==> src/include/ex_macros.svh <==
`ifndef EX_MACROS_SVH
`define EX_MACROS_SVH

//////////////////////////////
// Datapath
//////////////////////////////

`define EX_XLEN 32

//////////////////////////////
// Data cache geometry
//////////////////////////////

`define EX_DLINE_BYTES 16
`define EX_DCACHE_NSET 256
// Set index sits right above the line offset
`define EX_SET_LSB $clog2(`EX_DLINE_BYTES)
`define EX_SET_W $clog2(`EX_DCACHE_NSET)

//////////////////////////////
// Iterative units
//////////////////////////////

`define EX_MUL_STEPS 32
`define EX_DIV_STEPS 32

`endif

==> src/verilog/ex_pkg.sv <==
package ex_pkg;

    typedef enum logic [5:0] {
        OP_NOP   = 6'h00,
        OP_ADD   = 6'h01,
        OP_SUB   = 6'h02,
        OP_SLT   = 6'h03,
        OP_SLTU  = 6'h04,
        OP_AND   = 6'h05,
        OP_OR    = 6'h06,
        OP_XOR   = 6'h07,
        OP_NOR   = 6'h08,
        OP_SLL   = 6'h09,
        OP_SRL   = 6'h0a,
        OP_SRA   = 6'h0b,
        OP_LUI   = 6'h0c,
        OP_PCADD = 6'h0d,
        OP_MUL   = 6'h10,
        OP_MULH  = 6'h11,
        OP_MULHU = 6'h12,
        OP_DIV   = 6'h18,
        OP_DIVU  = 6'h19,
        OP_MOD   = 6'h1a,
        OP_MODU  = 6'h1b,
        OP_LD_B  = 6'h20,
        OP_LD_H  = 6'h21,
        OP_LD_W  = 6'h22,
        OP_ST_B  = 6'h28,
        OP_ST_H  = 6'h29,
        OP_ST_W  = 6'h2a
    } ex_op_e;

    typedef enum logic [1:0] {
        SIZE_B = 2'd0,
        SIZE_H = 2'd1,
        SIZE_W = 2'd2
    } mem_size_e;

    typedef enum logic [1:0] {
        MUL_LO   = 2'd0,
        MUL_HI_S = 2'd1,
        MUL_HI_U = 2'd2
    } mul_kind_e;

    typedef enum logic [1:0] {
        DIV_S = 2'd0,
        DIV_U = 2'd1,
        MOD_S = 2'd2,
        MOD_U = 2'd3
    } div_kind_e;

    function automatic logic is_mul(ex_op_e op);
        return op inside {OP_MUL, OP_MULH, OP_MULHU};
    endfunction

    function automatic logic is_div(ex_op_e op);
        return op inside {OP_DIV, OP_DIVU, OP_MOD, OP_MODU};
    endfunction

    function automatic logic is_load(ex_op_e op);
        return op inside {OP_LD_B, OP_LD_H, OP_LD_W};
    endfunction

    function automatic logic is_store(ex_op_e op);
        return op inside {OP_ST_B, OP_ST_H, OP_ST_W};
    endfunction

    function automatic mem_size_e op_size(ex_op_e op);
        case (op)
            OP_LD_B, OP_ST_B: return SIZE_B;
            OP_LD_H, OP_ST_H: return SIZE_H;
            default:          return SIZE_W;
        endcase
    endfunction

endpackage

==> src/verilog/ex_alu.sv <==
`timescale 1ns/100ps
`include "ex_macros.svh"

module ex_alu (
    input  ex_pkg::ex_op_e       op_i,
    input  logic [`EX_XLEN-1:0]  src1_i,
    input  logic [`EX_XLEN-1:0]  src2_i,
    input  logic [`EX_XLEN-1:0]  imm_i,
    input  logic [`EX_XLEN-1:0]  pc_i,
    output logic [`EX_XLEN-1:0]  result_o
);
    import ex_pkg::*;

    logic [$clog2(`EX_XLEN)-1:0] shamt;
    logic                        lt_signed;
    logic                        lt_unsigned;

    assign shamt       = src2_i[$clog2(`EX_XLEN)-1:0];
    assign lt_signed   = $signed(src1_i) < $signed(src2_i);
    assign lt_unsigned = src1_i < src2_i;

    always_comb begin
        case (op_i)
            OP_ADD: begin
                result_o = src1_i + src2_i;
            end
            OP_SUB: begin
                result_o = src1_i - src2_i;
            end
            OP_SLT: begin
                result_o = {{(`EX_XLEN-1){1'b0}}, lt_signed};
            end
            OP_SLTU: begin
                result_o = {{(`EX_XLEN-1){1'b0}}, lt_unsigned};
            end
            OP_AND: begin
                result_o = src1_i & src2_i;
            end
            OP_OR: begin
                result_o = src1_i | src2_i;
            end
            OP_XOR: begin
                result_o = src1_i ^ src2_i;
            end
            OP_NOR: begin
                result_o = ~(src1_i | src2_i);
            end
            OP_SLL: begin
                result_o = src1_i << shamt;
            end
            OP_SRL: begin
                result_o = src1_i >> shamt;
            end
            OP_SRA: begin
                result_o = $signed(src1_i) >>> shamt;
            end
            // Upper immediate is already placed in src2
            OP_LUI: begin
                result_o = src2_i;
            end
            OP_PCADD: begin
                result_o = pc_i + src2_i;
            end
            // Effective address for loads and stores
            OP_LD_B, OP_LD_H, OP_LD_W, OP_ST_B, OP_ST_H, OP_ST_W: begin
                result_o = src1_i + imm_i;
            end
            default: begin
                result_o = '0;
            end
        endcase
    end

endmodule

==> src/verilog/ex_mul_unit.sv <==
`timescale 1ns/100ps
`include "ex_macros.svh"

module ex_mul_unit (
    input  logic                 clk,
    input  logic                 rst,
    input  logic                 start_i,
    input  ex_pkg::mul_kind_e    kind_i,
    input  logic [`EX_XLEN-1:0]  src1_i,
    input  logic [`EX_XLEN-1:0]  src2_i,
    output logic                 busy_o,
    output logic                 done_o,
    output logic [`EX_XLEN-1:0]  result_o
);
    import ex_pkg::*;

    localparam int CNT_W = $clog2(`EX_MUL_STEPS + 1);

    logic                   sign_mode;
    logic [`EX_XLEN-1:0]    mag1;
    logic [`EX_XLEN-1:0]    mag2;
    logic [2*`EX_XLEN-1:0]  mcand_q;
    logic [2*`EX_XLEN-1:0]  acc_q;
    logic [`EX_XLEN-1:0]    mplier_q;
    logic                   neg_q;
    mul_kind_e              kind_q;
    logic [CNT_W-1:0]       cnt_q;
    logic                   busy_q;
    logic                   done_q;
    logic [2*`EX_XLEN-1:0]  product;

    // Only the signed high word needs magnitudes, low word is sign agnostic
    assign sign_mode = (kind_i == MUL_HI_S);
    assign mag1 = (sign_mode && src1_i[`EX_XLEN-1]) ? -src1_i : src1_i;
    assign mag2 = (sign_mode && src2_i[`EX_XLEN-1]) ? -src2_i : src2_i;

    always_ff @(posedge clk) begin
        if (rst) begin
            busy_q <= 1'b0;
            done_q <= 1'b0;
            cnt_q  <= '0;
        end else if (start_i) begin
            busy_q <= 1'b1;
            done_q <= 1'b0;
            cnt_q  <= '0;
        end else if (busy_q) begin
            cnt_q <= cnt_q + 1'b1;
            if (cnt_q == CNT_W'(`EX_MUL_STEPS - 1)) begin
                busy_q <= 1'b0;
                done_q <= 1'b1;
            end
        end
    end

    // Shift-add, one multiplier bit per cycle
    always_ff @(posedge clk) begin
        if (start_i) begin
            mcand_q  <= {{`EX_XLEN{1'b0}}, mag1};
            mplier_q <= mag2;
            acc_q    <= '0;
            neg_q    <= sign_mode && (src1_i[`EX_XLEN-1] ^ src2_i[`EX_XLEN-1]);
            kind_q   <= kind_i;
        end else if (busy_q) begin
            if (mplier_q[0]) begin
                acc_q <= acc_q + mcand_q;
            end
            mcand_q  <= mcand_q << 1;
            mplier_q <= mplier_q >> 1;
        end
    end

    assign product  = neg_q ? -acc_q : acc_q;
    assign result_o = (kind_q == MUL_LO) ? product[`EX_XLEN-1:0]
                                         : product[2*`EX_XLEN-1:`EX_XLEN];
    assign busy_o   = busy_q;
    assign done_o   = done_q;

endmodule

==> src/verilog/ex_div_unit.sv <==
`timescale 1ns/100ps
`include "ex_macros.svh"

module ex_div_unit (
    input  logic                 clk,
    input  logic                 rst,
    input  logic                 start_i,
    input  ex_pkg::div_kind_e    kind_i,
    input  logic [`EX_XLEN-1:0]  dividend_i,
    input  logic [`EX_XLEN-1:0]  divisor_i,
    output logic                 busy_o,
    output logic                 done_o,
    output logic [`EX_XLEN-1:0]  result_o
);
    import ex_pkg::*;

    localparam int CNT_W = $clog2(`EX_DIV_STEPS + 1);

    logic                 sign_mode;
    logic [`EX_XLEN-1:0]  divisor_nz;
    logic [`EX_XLEN-1:0]  mag_a;
    logic [`EX_XLEN-1:0]  mag_b;
    logic [`EX_XLEN-1:0]  rem_q;
    logic [`EX_XLEN-1:0]  quo_q;
    logic [`EX_XLEN-1:0]  dsr_q;
    logic                 qneg_q;
    logic                 rneg_q;
    div_kind_e            kind_q;
    logic [CNT_W-1:0]     cnt_q;
    logic                 busy_q;
    logic                 done_q;
    logic [`EX_XLEN:0]    partial;
    logic                 fits;
    logic [`EX_XLEN-1:0]  quo_final;
    logic [`EX_XLEN-1:0]  rem_final;

    assign sign_mode  = (kind_i == DIV_S) || (kind_i == MOD_S);
    // Divide by zero behaves as divide by one
    assign divisor_nz = (divisor_i == '0) ? `EX_XLEN'(1) : divisor_i;
    assign mag_a = (sign_mode && dividend_i[`EX_XLEN-1]) ? -dividend_i : dividend_i;
    assign mag_b = (sign_mode && divisor_nz[`EX_XLEN-1]) ? -divisor_nz : divisor_nz;

    always_ff @(posedge clk) begin
        if (rst) begin
            busy_q <= 1'b0;
            done_q <= 1'b0;
            cnt_q  <= '0;
        end else if (start_i) begin
            busy_q <= 1'b1;
            done_q <= 1'b0;
            cnt_q  <= '0;
        end else if (busy_q) begin
            cnt_q <= cnt_q + 1'b1;
            if (cnt_q == CNT_W'(`EX_DIV_STEPS - 1)) begin
                busy_q <= 1'b0;
                done_q <= 1'b1;
            end
        end
    end

    // Restoring step, next dividend bit comes out of the quotient register
    assign partial = {rem_q, quo_q[`EX_XLEN-1]};
    assign fits    = partial >= {1'b0, dsr_q};

    always_ff @(posedge clk) begin
        if (start_i) begin
            rem_q  <= '0;
            quo_q  <= mag_a;
            dsr_q  <= mag_b;
            qneg_q <= sign_mode && (dividend_i[`EX_XLEN-1] ^ divisor_nz[`EX_XLEN-1]);
            rneg_q <= sign_mode && dividend_i[`EX_XLEN-1];
            kind_q <= kind_i;
        end else if (busy_q) begin
            rem_q <= fits ? `EX_XLEN'(partial - {1'b0, dsr_q}) : partial[`EX_XLEN-1:0];
            quo_q <= {quo_q[`EX_XLEN-2:0], fits};
        end
    end

    assign quo_final = qneg_q ? -quo_q : quo_q;
    assign rem_final = rneg_q ? -rem_q : rem_q;
    assign result_o  = (kind_q == DIV_S || kind_q == DIV_U) ? quo_final : rem_final;
    assign busy_o    = busy_q;
    assign done_o    = done_q;

endmodule

==> src/verilog/ex_mem_req.sv <==
`timescale 1ns/100ps
`include "ex_macros.svh"

module ex_mem_req (
    input  logic                 clk,
    input  logic                 rst,
    input  ex_pkg::ex_op_e       op_i,
    input  logic [`EX_XLEN-1:0]  base_i,
    input  logic [`EX_XLEN-1:0]  imm_i,
    input  logic [`EX_XLEN-1:0]  store_data_i,
    input  logic                 accept_i,
    input  logic                 dcache_ready_i,
    output logic                 issue_ok_o,
    output logic                 misalign_o,
    output logic [`EX_XLEN-1:0]  mem_addr_o,
    output logic                 dcache_req_o,
    output logic                 dcache_we_o,
    output logic [`EX_XLEN-1:0]  dcache_addr_o,
    output logic [3:0]           dcache_sel_o,
    output logic [`EX_XLEN-1:0]  dcache_wdata_o,
    output ex_pkg::mem_size_e    dcache_size_o
);
    import ex_pkg::*;

    logic [`EX_XLEN-1:0]   addr;
    logic                  is_mem;
    mem_size_e             size;
    logic [`EX_SET_W-1:0]  cur_set;
    logic                  last_valid_q;
    logic [`EX_SET_W-1:0]  last_set_q;
    logic                  prev_valid_q;
    logic [`EX_SET_W-1:0]  prev_set_q;
    logic                  set_stall;
    logic                  issue;

    assign addr    = base_i + imm_i;
    assign is_mem  = is_load(op_i) || is_store(op_i);
    assign size    = op_size(op_i);
    assign cur_set = addr[`EX_SET_LSB +: `EX_SET_W];

    assign misalign_o = is_mem && ((size == SIZE_H && addr[0]) ||
                                   (size == SIZE_W && addr[1:0] != 2'b00));

    //////////////////////////////
    // Same-set history
    //////////////////////////////

    // Last access stays live while the cache is not ready
    always_ff @(posedge clk) begin
        if (rst) begin
            last_valid_q <= 1'b0;
            last_set_q   <= '0;
        end else if (accept_i && is_mem) begin
            last_valid_q <= 1'b1;
            last_set_q   <= cur_set;
        end else if (dcache_ready_i) begin
            last_valid_q <= 1'b0;
        end
    end

    always_ff @(posedge clk) begin
        if (rst) begin
            prev_valid_q <= 1'b0;
            prev_set_q   <= '0;
        end else begin
            prev_valid_q <= last_valid_q;
            prev_set_q   <= last_set_q;
        end
    end

    assign set_stall = is_mem && ((last_valid_q && last_set_q == cur_set) ||
                                  (prev_valid_q && prev_set_q == cur_set));
    assign issue_ok_o = !is_mem || (dcache_ready_i && !set_stall);

    //////////////////////////////
    // Cache request
    //////////////////////////////

    assign issue = accept_i && is_mem && !misalign_o;

    always_comb begin
        dcache_req_o   = issue;
        dcache_we_o    = issue && is_store(op_i);
        dcache_addr_o  = '0;
        dcache_sel_o   = '0;
        dcache_wdata_o = '0;
        dcache_size_o  = SIZE_B;
        if (issue) begin
            dcache_addr_o = addr;
            dcache_size_o = size;
            case (size)
                SIZE_B: begin
                    dcache_sel_o   = 4'b0001 << addr[1:0];
                    dcache_wdata_o = {{(`EX_XLEN-8){1'b0}}, store_data_i[7:0]}
                                     << {addr[1:0], 3'b000};
                end
                SIZE_H: begin
                    dcache_sel_o   = 4'b0011 << addr[1:0];
                    dcache_wdata_o = {{(`EX_XLEN-16){1'b0}}, store_data_i[15:0]}
                                     << {addr[1:0], 3'b000};
                end
                default: begin
                    dcache_sel_o   = 4'b1111;
                    dcache_wdata_o = store_data_i;
                end
            endcase
        end
    end

    assign mem_addr_o = addr;

endmodule

==> src/verilog/ex_stage.sv <==
`timescale 1ns/100ps
`include "ex_macros.svh"

module ex_stage (
    input  logic                 clk,
    input  logic                 rst,
    input  logic                 in_valid_i,
    output logic                 in_ready_o,
    input  ex_pkg::ex_op_e       in_op_i,
    input  logic [`EX_XLEN-1:0]  in_src1_i,
    input  logic [`EX_XLEN-1:0]  in_src2_i,
    input  logic [`EX_XLEN-1:0]  in_imm_i,
    input  logic [`EX_XLEN-1:0]  in_pc_i,
    input  logic [4:0]           in_waddr_i,
    input  logic                 in_wreg_i,
    output logic                 out_valid_o,
    output logic [`EX_XLEN-1:0]  out_wdata_o,
    output logic [4:0]           out_waddr_o,
    output logic                 out_wreg_o,
    output logic                 out_data_ok_o,
    output logic                 out_misalign_o,
    output logic [`EX_XLEN-1:0]  out_mem_addr_o,
    output logic                 dcache_req_o,
    output logic                 dcache_we_o,
    output logic [`EX_XLEN-1:0]  dcache_addr_o,
    output logic [3:0]           dcache_sel_o,
    output logic [`EX_XLEN-1:0]  dcache_wdata_o,
    output ex_pkg::mem_size_e    dcache_size_o,
    input  logic                 dcache_ready_i
);
    import ex_pkg::*;

    logic                 op_mul;
    logic                 op_div;
    logic                 accept;
    logic                 issue_ok;
    logic                 unit_ready;
    logic                 misalign;
    logic [`EX_XLEN-1:0]  mem_addr;
    logic [`EX_XLEN-1:0]  alu_result;
    logic [`EX_XLEN-1:0]  mul_result;
    logic [`EX_XLEN-1:0]  div_result;
    logic [`EX_XLEN-1:0]  result;
    mul_kind_e            mul_kind;
    div_kind_e            div_kind;
    logic                 mul_start_q;
    logic                 mul_started_q;
    logic                 mul_busy;
    logic                 mul_done;
    logic                 div_start_q;
    logic                 div_started_q;
    logic                 div_busy;
    logic                 div_done;

    assign op_mul = is_mul(in_op_i);
    assign op_div = is_div(in_op_i);

    always_comb begin
        case (in_op_i)
            OP_MULH:  mul_kind = MUL_HI_S;
            OP_MULHU: mul_kind = MUL_HI_U;
            default:  mul_kind = MUL_LO;
        endcase
        case (in_op_i)
            OP_DIVU: div_kind = DIV_U;
            OP_MOD:  div_kind = MOD_S;
            OP_MODU: div_kind = MOD_U;
            default: div_kind = DIV_S;
        endcase
    end

    //////////////////////////////
    // Issue control
    //////////////////////////////

    // A unit result counts only once this instruction has started it
    assign unit_ready = op_mul ? (mul_started_q && mul_done) :
                        op_div ? (div_started_q && div_done) : 1'b1;
    assign in_ready_o = issue_ok && unit_ready && !rst;
    assign accept     = in_valid_i && in_ready_o;

    // One start pulse per instruction, the cycle after it shows up
    always_ff @(posedge clk) begin
        if (rst) begin
            mul_start_q   <= 1'b0;
            mul_started_q <= 1'b0;
            div_start_q   <= 1'b0;
            div_started_q <= 1'b0;
        end else begin
            mul_start_q <= in_valid_i && op_mul && !mul_started_q && !mul_start_q && !mul_busy;
            div_start_q <= in_valid_i && op_div && !div_started_q && !div_start_q && !div_busy;
            if (accept) begin
                mul_started_q <= 1'b0;
                div_started_q <= 1'b0;
            end else begin
                mul_started_q <= mul_started_q || mul_start_q;
                div_started_q <= div_started_q || div_start_q;
            end
        end
    end

    ex_alu u_alu (
        .op_i     (in_op_i),
        .src1_i   (in_src1_i),
        .src2_i   (in_src2_i),
        .imm_i    (in_imm_i),
        .pc_i     (in_pc_i),
        .result_o (alu_result)
    );

    ex_mul_unit u_mul (
        .clk      (clk),
        .rst      (rst),
        .start_i  (mul_start_q),
        .kind_i   (mul_kind),
        .src1_i   (in_src1_i),
        .src2_i   (in_src2_i),
        .busy_o   (mul_busy),
        .done_o   (mul_done),
        .result_o (mul_result)
    );

    ex_div_unit u_div (
        .clk        (clk),
        .rst        (rst),
        .start_i    (div_start_q),
        .kind_i     (div_kind),
        .dividend_i (in_src1_i),
        .divisor_i  (in_src2_i),
        .busy_o     (div_busy),
        .done_o     (div_done),
        .result_o   (div_result)
    );

    ex_mem_req u_mem_req (
        .clk            (clk),
        .rst            (rst),
        .op_i           (in_op_i),
        .base_i         (in_src1_i),
        .imm_i          (in_imm_i),
        .store_data_i   (in_src2_i),
        .accept_i       (accept),
        .dcache_ready_i (dcache_ready_i),
        .issue_ok_o     (issue_ok),
        .misalign_o     (misalign),
        .mem_addr_o     (mem_addr),
        .dcache_req_o   (dcache_req_o),
        .dcache_we_o    (dcache_we_o),
        .dcache_addr_o  (dcache_addr_o),
        .dcache_sel_o   (dcache_sel_o),
        .dcache_wdata_o (dcache_wdata_o),
        .dcache_size_o  (dcache_size_o)
    );

    assign result = op_mul ? mul_result :
                    op_div ? div_result : alu_result;

    //////////////////////////////
    // Output register
    //////////////////////////////

    always_ff @(posedge clk) begin
        if (rst) begin
            out_valid_o <= 1'b0;
        end else begin
            out_valid_o <= accept;
        end
    end

    always_ff @(posedge clk) begin
        if (accept) begin
            out_wdata_o    <= result;
            out_waddr_o    <= in_waddr_i;
            out_wreg_o     <= in_wreg_i;
            // Load data arrives later from the cache
            out_data_ok_o  <= !is_load(in_op_i);
            out_misalign_o <= misalign;
            out_mem_addr_o <= mem_addr;
        end
    end

endmodule

==> config.mk <==
export PLATFORM = sky130hd
export DESIGN_NAME = ex_stage
export DESIGN_NICKNAME = d
export VERILOG_FILES = /design/src/verilog/ex_pkg.sv /design/src/verilog/ex_alu.sv /design/src/verilog/ex_mul_unit.sv /design/src/verilog/ex_div_unit.sv /design/src/verilog/ex_mem_req.sv /design/src/verilog/ex_stage.sv
export VERILOG_INCLUDE_DIRS = /design/src /design/src/include
export SDC_FILE = /design/constraint.sdc
export NUM_CORES = 2
export LEC_CHECK = 0
export BUFFER_PORTS_ARGS = -buffer_cell sky130_fd_sc_hd__buf_2
export CORE_ASPECT_RATIO = 1.5
export CORE_MARGIN = 2
export CORE_UTILIZATION = 45
export DETAILED_ROUTE_END_ITERATION = 6
export GPL_TIMING_DRIVEN = 0
export PLACE_DENSITY = 0.76
export SLEW_MARGIN = 10
export SYNTH_ARGS = -nofsm -noshare
export SYNTH_HDL_FRONTEND = slang
export SYNTH_HIERARCHICAL = 1
export SYNTH_SLANG_ARGS = --single-unit
==> constraint.sdc <==
create_clock -name clk -period 7 [get_ports clk]
set_input_delay 0.7 -clock clk [delete_from_list [all_inputs] [get_ports clk]]
set_output_delay 0.7 -clock clk [all_outputs]
set_load 0.03 [all_outputs]
# Word-level counts from Yosys, hierarchy flattened
# Index checks and enable logic that the tools add are counted.
[totals]
register_bits = 374
inputBits = 144
out_inout_bits = 146
elab_cells = 207
[op_classes]
add_sub_neg = 14
n_lt_le_gt_ge = 3
n_eq_ne = 35
shifts = 7
mux = 39
n_bitwise = 6
reduce_logical = 70
[op_table]
columns = ["op", "n"]
rows = [
  ["$mux 32", 20],
  ["$pmux 32 s14", 1],
  ["$neg 32->32", 5],
  ["$add 32x32->32", 3],
  ["$add 64x64->64", 1],
  ["$lt 32x32->1", 2],
  ["$mux 64", 1],
  ["$neg 64->64", 1],
  ["$pmux 32 s2", 1],
  ["$sub 32x32->32", 2],
  ["$eq 6x5->1 const B", 9],
  ["$eq 6x4->1 const B", 6],
  ["$eq 6x6->1 const B", 6],
  ["$ge 33x32->1", 1],
  ["$and 32x32->32", 1],
  ["$logic_not 32->1", 1],
  ["$not 32->32", 1],
  ["$or 32x32->32", 1],
  ["$shl 16x5->32", 1],
  ["$shl 32x5->32", 1],
  ["$shl 8x5->32", 1],
  ["$shr 32x5->32", 1],
  ["$sshr 32x5->32", 1],
  ["$xor 32x32->32", 1],
  ["26 further kinds", 105],
]

# Depth between registers and ports, before layout
[logic_depth]
depth_word = 14
ltp_mapped = 20
ltp_nobuf = 19

# By module
# The synthesis kept the hierarchy.
[by_module_without_submodules]
columns = ["module", "n_inst", "cells_each", "area_per_inst_um2", "seq_area_each_um2"]
rows = [
  ["ex_mul_unit", 1, 1630, 12873.6, 4093.9],
  ["ex_alu", 1, 1685, 11838.9, 0.0],
  ["ex_div_unit", 1, 1074, 8738.4, 2812.7],
  ["ex_stage", 1, 175, 3442.1, 2262.2],
  ["ex_mem_req", 1, 467, 3328.2, 360.3],
]

# Worst setup path before layout
# No wires, ideal clock.
[synth_timing]
path_type = "input to output"
from = "input port in_imm_i[0]"
to = "output port dcache_wdata_o[16]"
arrival_ns = 6.472
required_ns = 6.300
setup_slack_ns = -0.172
path_stages = 20
path_buffers = 1
cell_sequence = "ha_1 -> inv_1 -> fa_1 -> nand2b_1 -> a21o_1 -> a31oi_1 -> nor2_1 -> xor2_1 -> inv_1 -> nand2_1 -> a211oi_2 -> nor3_1 -> inv_1 -> a211oi_4 -> and2_1 -> nand2_1 -> nor3_4 -> buf_2 -> nand2_1 -> o21ai_0"
[synth_via]
elab_chain_cells = 14
word_cells_on_any_way = 25
cone_classes = "add/sub (1); eq/ne (2); shift (2); mux (2); reduce/logical (18)"
[synth_rtl]
columns = ["element", "line_no", "rtl"]
rows = [
  ["start, declared", "ex_stage.sv:12", "input logic [`EX_XLEN-1:0] in_imm_i,"],
  ["$add 32x32->32 *", "ex_mem_req.sv:36", "assign addr = base_i + imm_i;"],
  ["via mem_addr[10]", "ex_stage.sv:39", "logic [`EX_XLEN-1:0] mem_addr;"],
  ["$eq 8x8->1 (on tied branches)", "ex_mem_req.sv:71, ex_mem_req.sv:72", ""],
  ["$logic_and 1x1->1 (on tied branches)", "ex_mem_req.sv:71, ex_mem_req.sv:72", ""],
  ["$logic_or 1x1->1 *", "ex_mem_req.sv:71", "assign set_stall = is_mem && ((last_valid_q && last_set_q == cur_set) ||"],
  ["$logic_and 1x1->1 *", "ex_mem_req.sv:71", ""],
  ["$logic_not 1->1 *", "ex_mem_req.sv:73", "assign issue_ok_o = !is_mem || (dcache_ready_i && !set_stall);"],
  ["$logic_and 1x1->1 *", "ex_mem_req.sv:73", ""],
  ["$logic_or 1x1->1 *", "ex_mem_req.sv:73", ""],
  ["via issue_ok", "ex_stage.sv:36", "logic issue_ok;"],
  ["$logic_and 1x1->1 * (2 in series)", "ex_stage.sv:79", "assign in_ready_o = issue_ok && unit_ready && !rst;"],
  ["$logic_and 1x1->1 *", "ex_stage.sv:80", "assign accept = in_valid_i && in_ready_o;"],
  ["via accept", "ex_stage.sv:35", "logic accept;"],
  ["$logic_and 1x1->1 * (2 in series)", "ex_mem_req.sv:79", "assign issue = accept_i && is_mem && !misalign_o;"],
  ["$mux 32 *", "ex_mem_req.sv:88", "if (issue) begin"],
  ["end, declared", "ex_stage.sv:27", "output logic [`EX_XLEN-1:0] dcache_wdata_o,"],
]
# Mark *: on every way through the listed nets, which the timed path passes. The rest lies on a longest branch.

# Worst setup path after layout
[layout_timing]
from = "input port in_src2_i[3]"
to = "register out_wdata_o[25] (data pin)"
[layout_via]
elab_chain_cells = 4
word_cells_on_any_way = 9
cone_classes = "add/sub (3); shift (3); mux (3)"
[layout_rtl]
columns = ["element", "line_no", "rtl"]
rows = [
  ["start, declared", "ex_stage.sv:11", "input logic [`EX_XLEN-1:0] in_src2_i,"],
  ["$add 32x32->32 (tied with other cells)", "ex_alu.sv:62", "result_o = pc_i + src2_i;"],
  ["$pmux 32 s14 *", "ex_alu.sv:23", "case (op_i)"],
  ["via alu_result[25]", "ex_stage.sv:40", "logic [`EX_XLEN-1:0] alu_result;"],
  ["$mux 32 *", "ex_stage.sv:156", "op_div ? div_result : alu_result;"],
  ["$mux 32 *", "ex_stage.sv:155", "assign result = op_mul ? mul_result :"],
  ["via result[25]", "ex_stage.sv:43", "logic [`EX_XLEN-1:0] result;"],
  ["end signal, assigned", "ex_stage.sv:172", "out_wdata_o <= result;"],
  ["end, declared", "ex_stage.sv:17", "output logic [`EX_XLEN-1:0] out_wdata_o,"],
]
# Marked as above.
# A chain may end at the register's enable or synchronous reset.

==> results_dict.tcl <==
set metrics [dict create \
    synth_edf_count 206 \
    grt.overflow.total 0 \
    antenna_found_initial 4 \
    drive_above_1_share_pct 12.1 \
    maxSlewHeadroom_pct 8.09 \
    area_growth_pct 11.3 \
    ys_async_sr_fraction_pct 0 \
    post-route-period-util_pct 102 \
    die_x_um 248 \
    routedWlPerCell_um 32.2 \
    synthesis.nets 5479 \
    crit_fanout 19 \
    required_ns 7.36 \
    die_h_um 370 \
    avgSynthCellArea_um2 7.99 \
    grt_usage_pct 44.7 \
    status "finished, violations left" \
    synth_seq_cells 373 \
    start_util_pct 45.3 \
    clock_sinks 373 \
    cts.hold.buffers_added 0 \
    synth_common_cells "555 x a21oi_1, 549 x nor2_1, 469 x nand2_1" \
    grt_max_degree 65 \
    yosysTopAreaCellShare_pct 15.4 \
    rsz0062_at_grt "yes" \
    max-vdd-ir-drop_mv 0.263 \
    grt_pass1_vias 42100 \
    netlist.top_cell.by_area "edfxtp_1" \
    nets 5821 \
    clockBufferDepth 3 \
    setup-violations-final 1 \
    port_buffers 289 \
    clock_skew_ns 0.0241 \
    synth.area.top_cells "edfxtp_1 15%, ha_1 9.3%, dfxtp_1 8.3%" \
    yosys_warnings 6 \
    gp_congestion 1.08 \
    worstSetupEndpointType "flip-flop" \
    htree_levels 2 \
    crit_arrival_ns 7.47 \
    maxCapViolations 0 \
    die_area_um2 91800 \
    worstHoldPathType "input pin to flip-flop" \
    yosysMostFrequentCell "a21oi_1" \
    critPathLaunchType "input pin" \
    min_period_ns 7.11 \
    drt-initial-drc-count 4124 \
    grt_pass1_wl_um 293000 \
    syn_area_um2 40200 \
    p_leak_uw 0.0181 \
    via_per_inst 6.58 \
    core-area_um2 88900 \
    clock.fmax_ghz 0.141 \
    total_power_uw 8840 \
    powerDensity_nw_per_um2 198 \
    violations "design-rule violations, negative setup slack" \
    final_max_slew_viol_count 0 \
    post-route-util_pct 50.4 \
    wirelength_um 211000 \
    synth_cell_type_count 121 \
    tightest_slew_ns 1.37 \
    vias 43200 \
    clock_latency_ns 0.63 \
    drc 1 \
    ys.flop_type "edfxtp_1" \
    cts_tree "done" \
    rows 134 \
    postRouteAntennaNets 0 \
    hold_viol 0 \
    dp_hpwl_um 162000 \
    worstSetupPathType "input pin to flip-flop" \
    cts_root_buffer "clkbuf_16" \
    syn_inst 5031 \
    clk_pin_slew_worst_paths_ns 0.07 \
    ys_seq_area_share_pct 23.7 \
    dr.pass1.iters 7 \
    cts_buffers 41 \
    setup_slack_ns -0.109 \
    io-pin-count 290 \
]
==> cell families after synthesis <==
group | Yosys count | share of synthesized area [%]
and+or+nand+nor | 1644 | 19.3
AOI/OAI and AO/OA | 1504 | 23.7
buffers and inverters | 477 | 4.77
xor gates and xnor gates | 442 | 9.71
DFF | 373 | 23.7
adders and majority gates | 304 | 9.57
muxes | 287 | 9.28
==> repair_timing <==
action                                  4_1_cts  5_1_grt
gates cloned                                  1        1
endpoints found under the setup margin       70       41
buffers inserted                              0        3
pin swaps                                     1        2
resized for setup                             9       12
==> stage by stage <==
stage	area [µm²]	cells	hold WS (ns)	setup TNS [ns]	setup WS (ns)
2_1_floorplan	40200	5031	0.415	0	0.844
3_3_place_gp	43100	6476	0.458	-296.02	-3.75
3_5_place_dp	43200	6480	0.462	-46.41	-1.10
4_1_cts	44700	6557	0.242	0	0.00719
5_1_grt	44800	6562	0.262	-0.0363	-0.0228
6_report	44800	6566	0.269	-0.109	-0.109
==> critical path: stages <==
cell	delay (ns)
buf_2	0.65
clkbuf_1	0.52
clkbuf_1	0.70
clkbuf_1	0.87
mux2_2	0.31
ha_1	0.29
nand4_1	0.12
a21oi_1	0.09
o21ai_0	0.34
a21oi_1	0.11
or2_2	0.32
a31oi_1	0.41
mux2i_1	0.16
nor4_1	0.64
o221ai_1	0.51
mux2_4	0.40
mux2_4	0.25
==> report_power, final <==
part | switching [µW] | internal, µW
combinational | 2390 | 1280
sequential | 305 | 2490
clock | 1030 | 1350
total | 3720 | 5120
==> per-layer routing <==
metal	vias up	track usage (%)	wire length, µm
li1	19100	-	-
met1	20700	46.1	71700
met4	2	44.4	25900
met3	841	9.01	16600
met5	-	0	13
met2	2501	74.1	97100
==> worst paths after layout <==
kind | cells after the start | slack [ns] | endpoint | from
worst max-delay path | 17 | -0.11 | out_wdata_o[25] | in_src2_i[3]
worst min-delay path | 1 | 0.27 | out_waddr_o[2] | in_waddr_i[2]
worst max register to register | 12 | 2.49 | u_mul/acc_q[61] | u_mul/mcand_q[11]
worst min register to register | 2 | 0.48 | u_mem_req/prev_set_q[2] | u_mem_req/last_set_q[2]
==> cell usage in the layout, fill, tap and decap left out, drive strengths merged, types with 22 or more instances in the layout <==
master  instances
a21oi         558
nor2          551
nand2         470
buf           348
o21ai         315
ha            298
clkbuf        281
xnor2         243
edfxtp        206
inv           203
xor2          197
dfxtp         167
mux2i         124
mux2          118
nor3           97
nand3          95
a21o           92
o31ai          78
and2           67
nand4          64
a211oi         63
nor4           48
mux4           45
o211ai         44
a31oi          42
or3            40
nand2b         39
nor2b          36
a221oi         35
and3           35
or4            34
o21bai         33
o21a           26
o41ai          25
a22oi          23
or2            22
==> layout make-up <==
class | instances | area, µm²
Antenna cell | 4 | 10.0
Timing Repair Buffer | 297 | 1560
Multi-Input combinational cell | 4183 | 28800
Sequential cell | 373 | 9530
Tap cell | 1156 | 1450
Inverter | 201 | 759
Clock buffer | 56 | 1180
Buffer | 276 | 1160
Clock inverter | 20 | 274
Fill cell | 8711 | 44100
==> state kept, by name, summed over array words and instances (netlist names), 2 cells and up <==
name	count
u_mul/mplier_q	32
u_mul/cnt_q	6
u_mul/mcand_q	64
u_div/cnt_q	6
u_mem_req/prev_set_q	8
out_mem_addr_o	32
u_div/quo_q	32
out_waddr_o	5
u_div/rem_q	32
out_wdata_o	32
u_div/dsr_q	32
u_mem_req/last_set_q	8
u_mul/kind_q	2
u_mul/acc_q	64
Note: power is estimated with default switching activity, not from simulation.
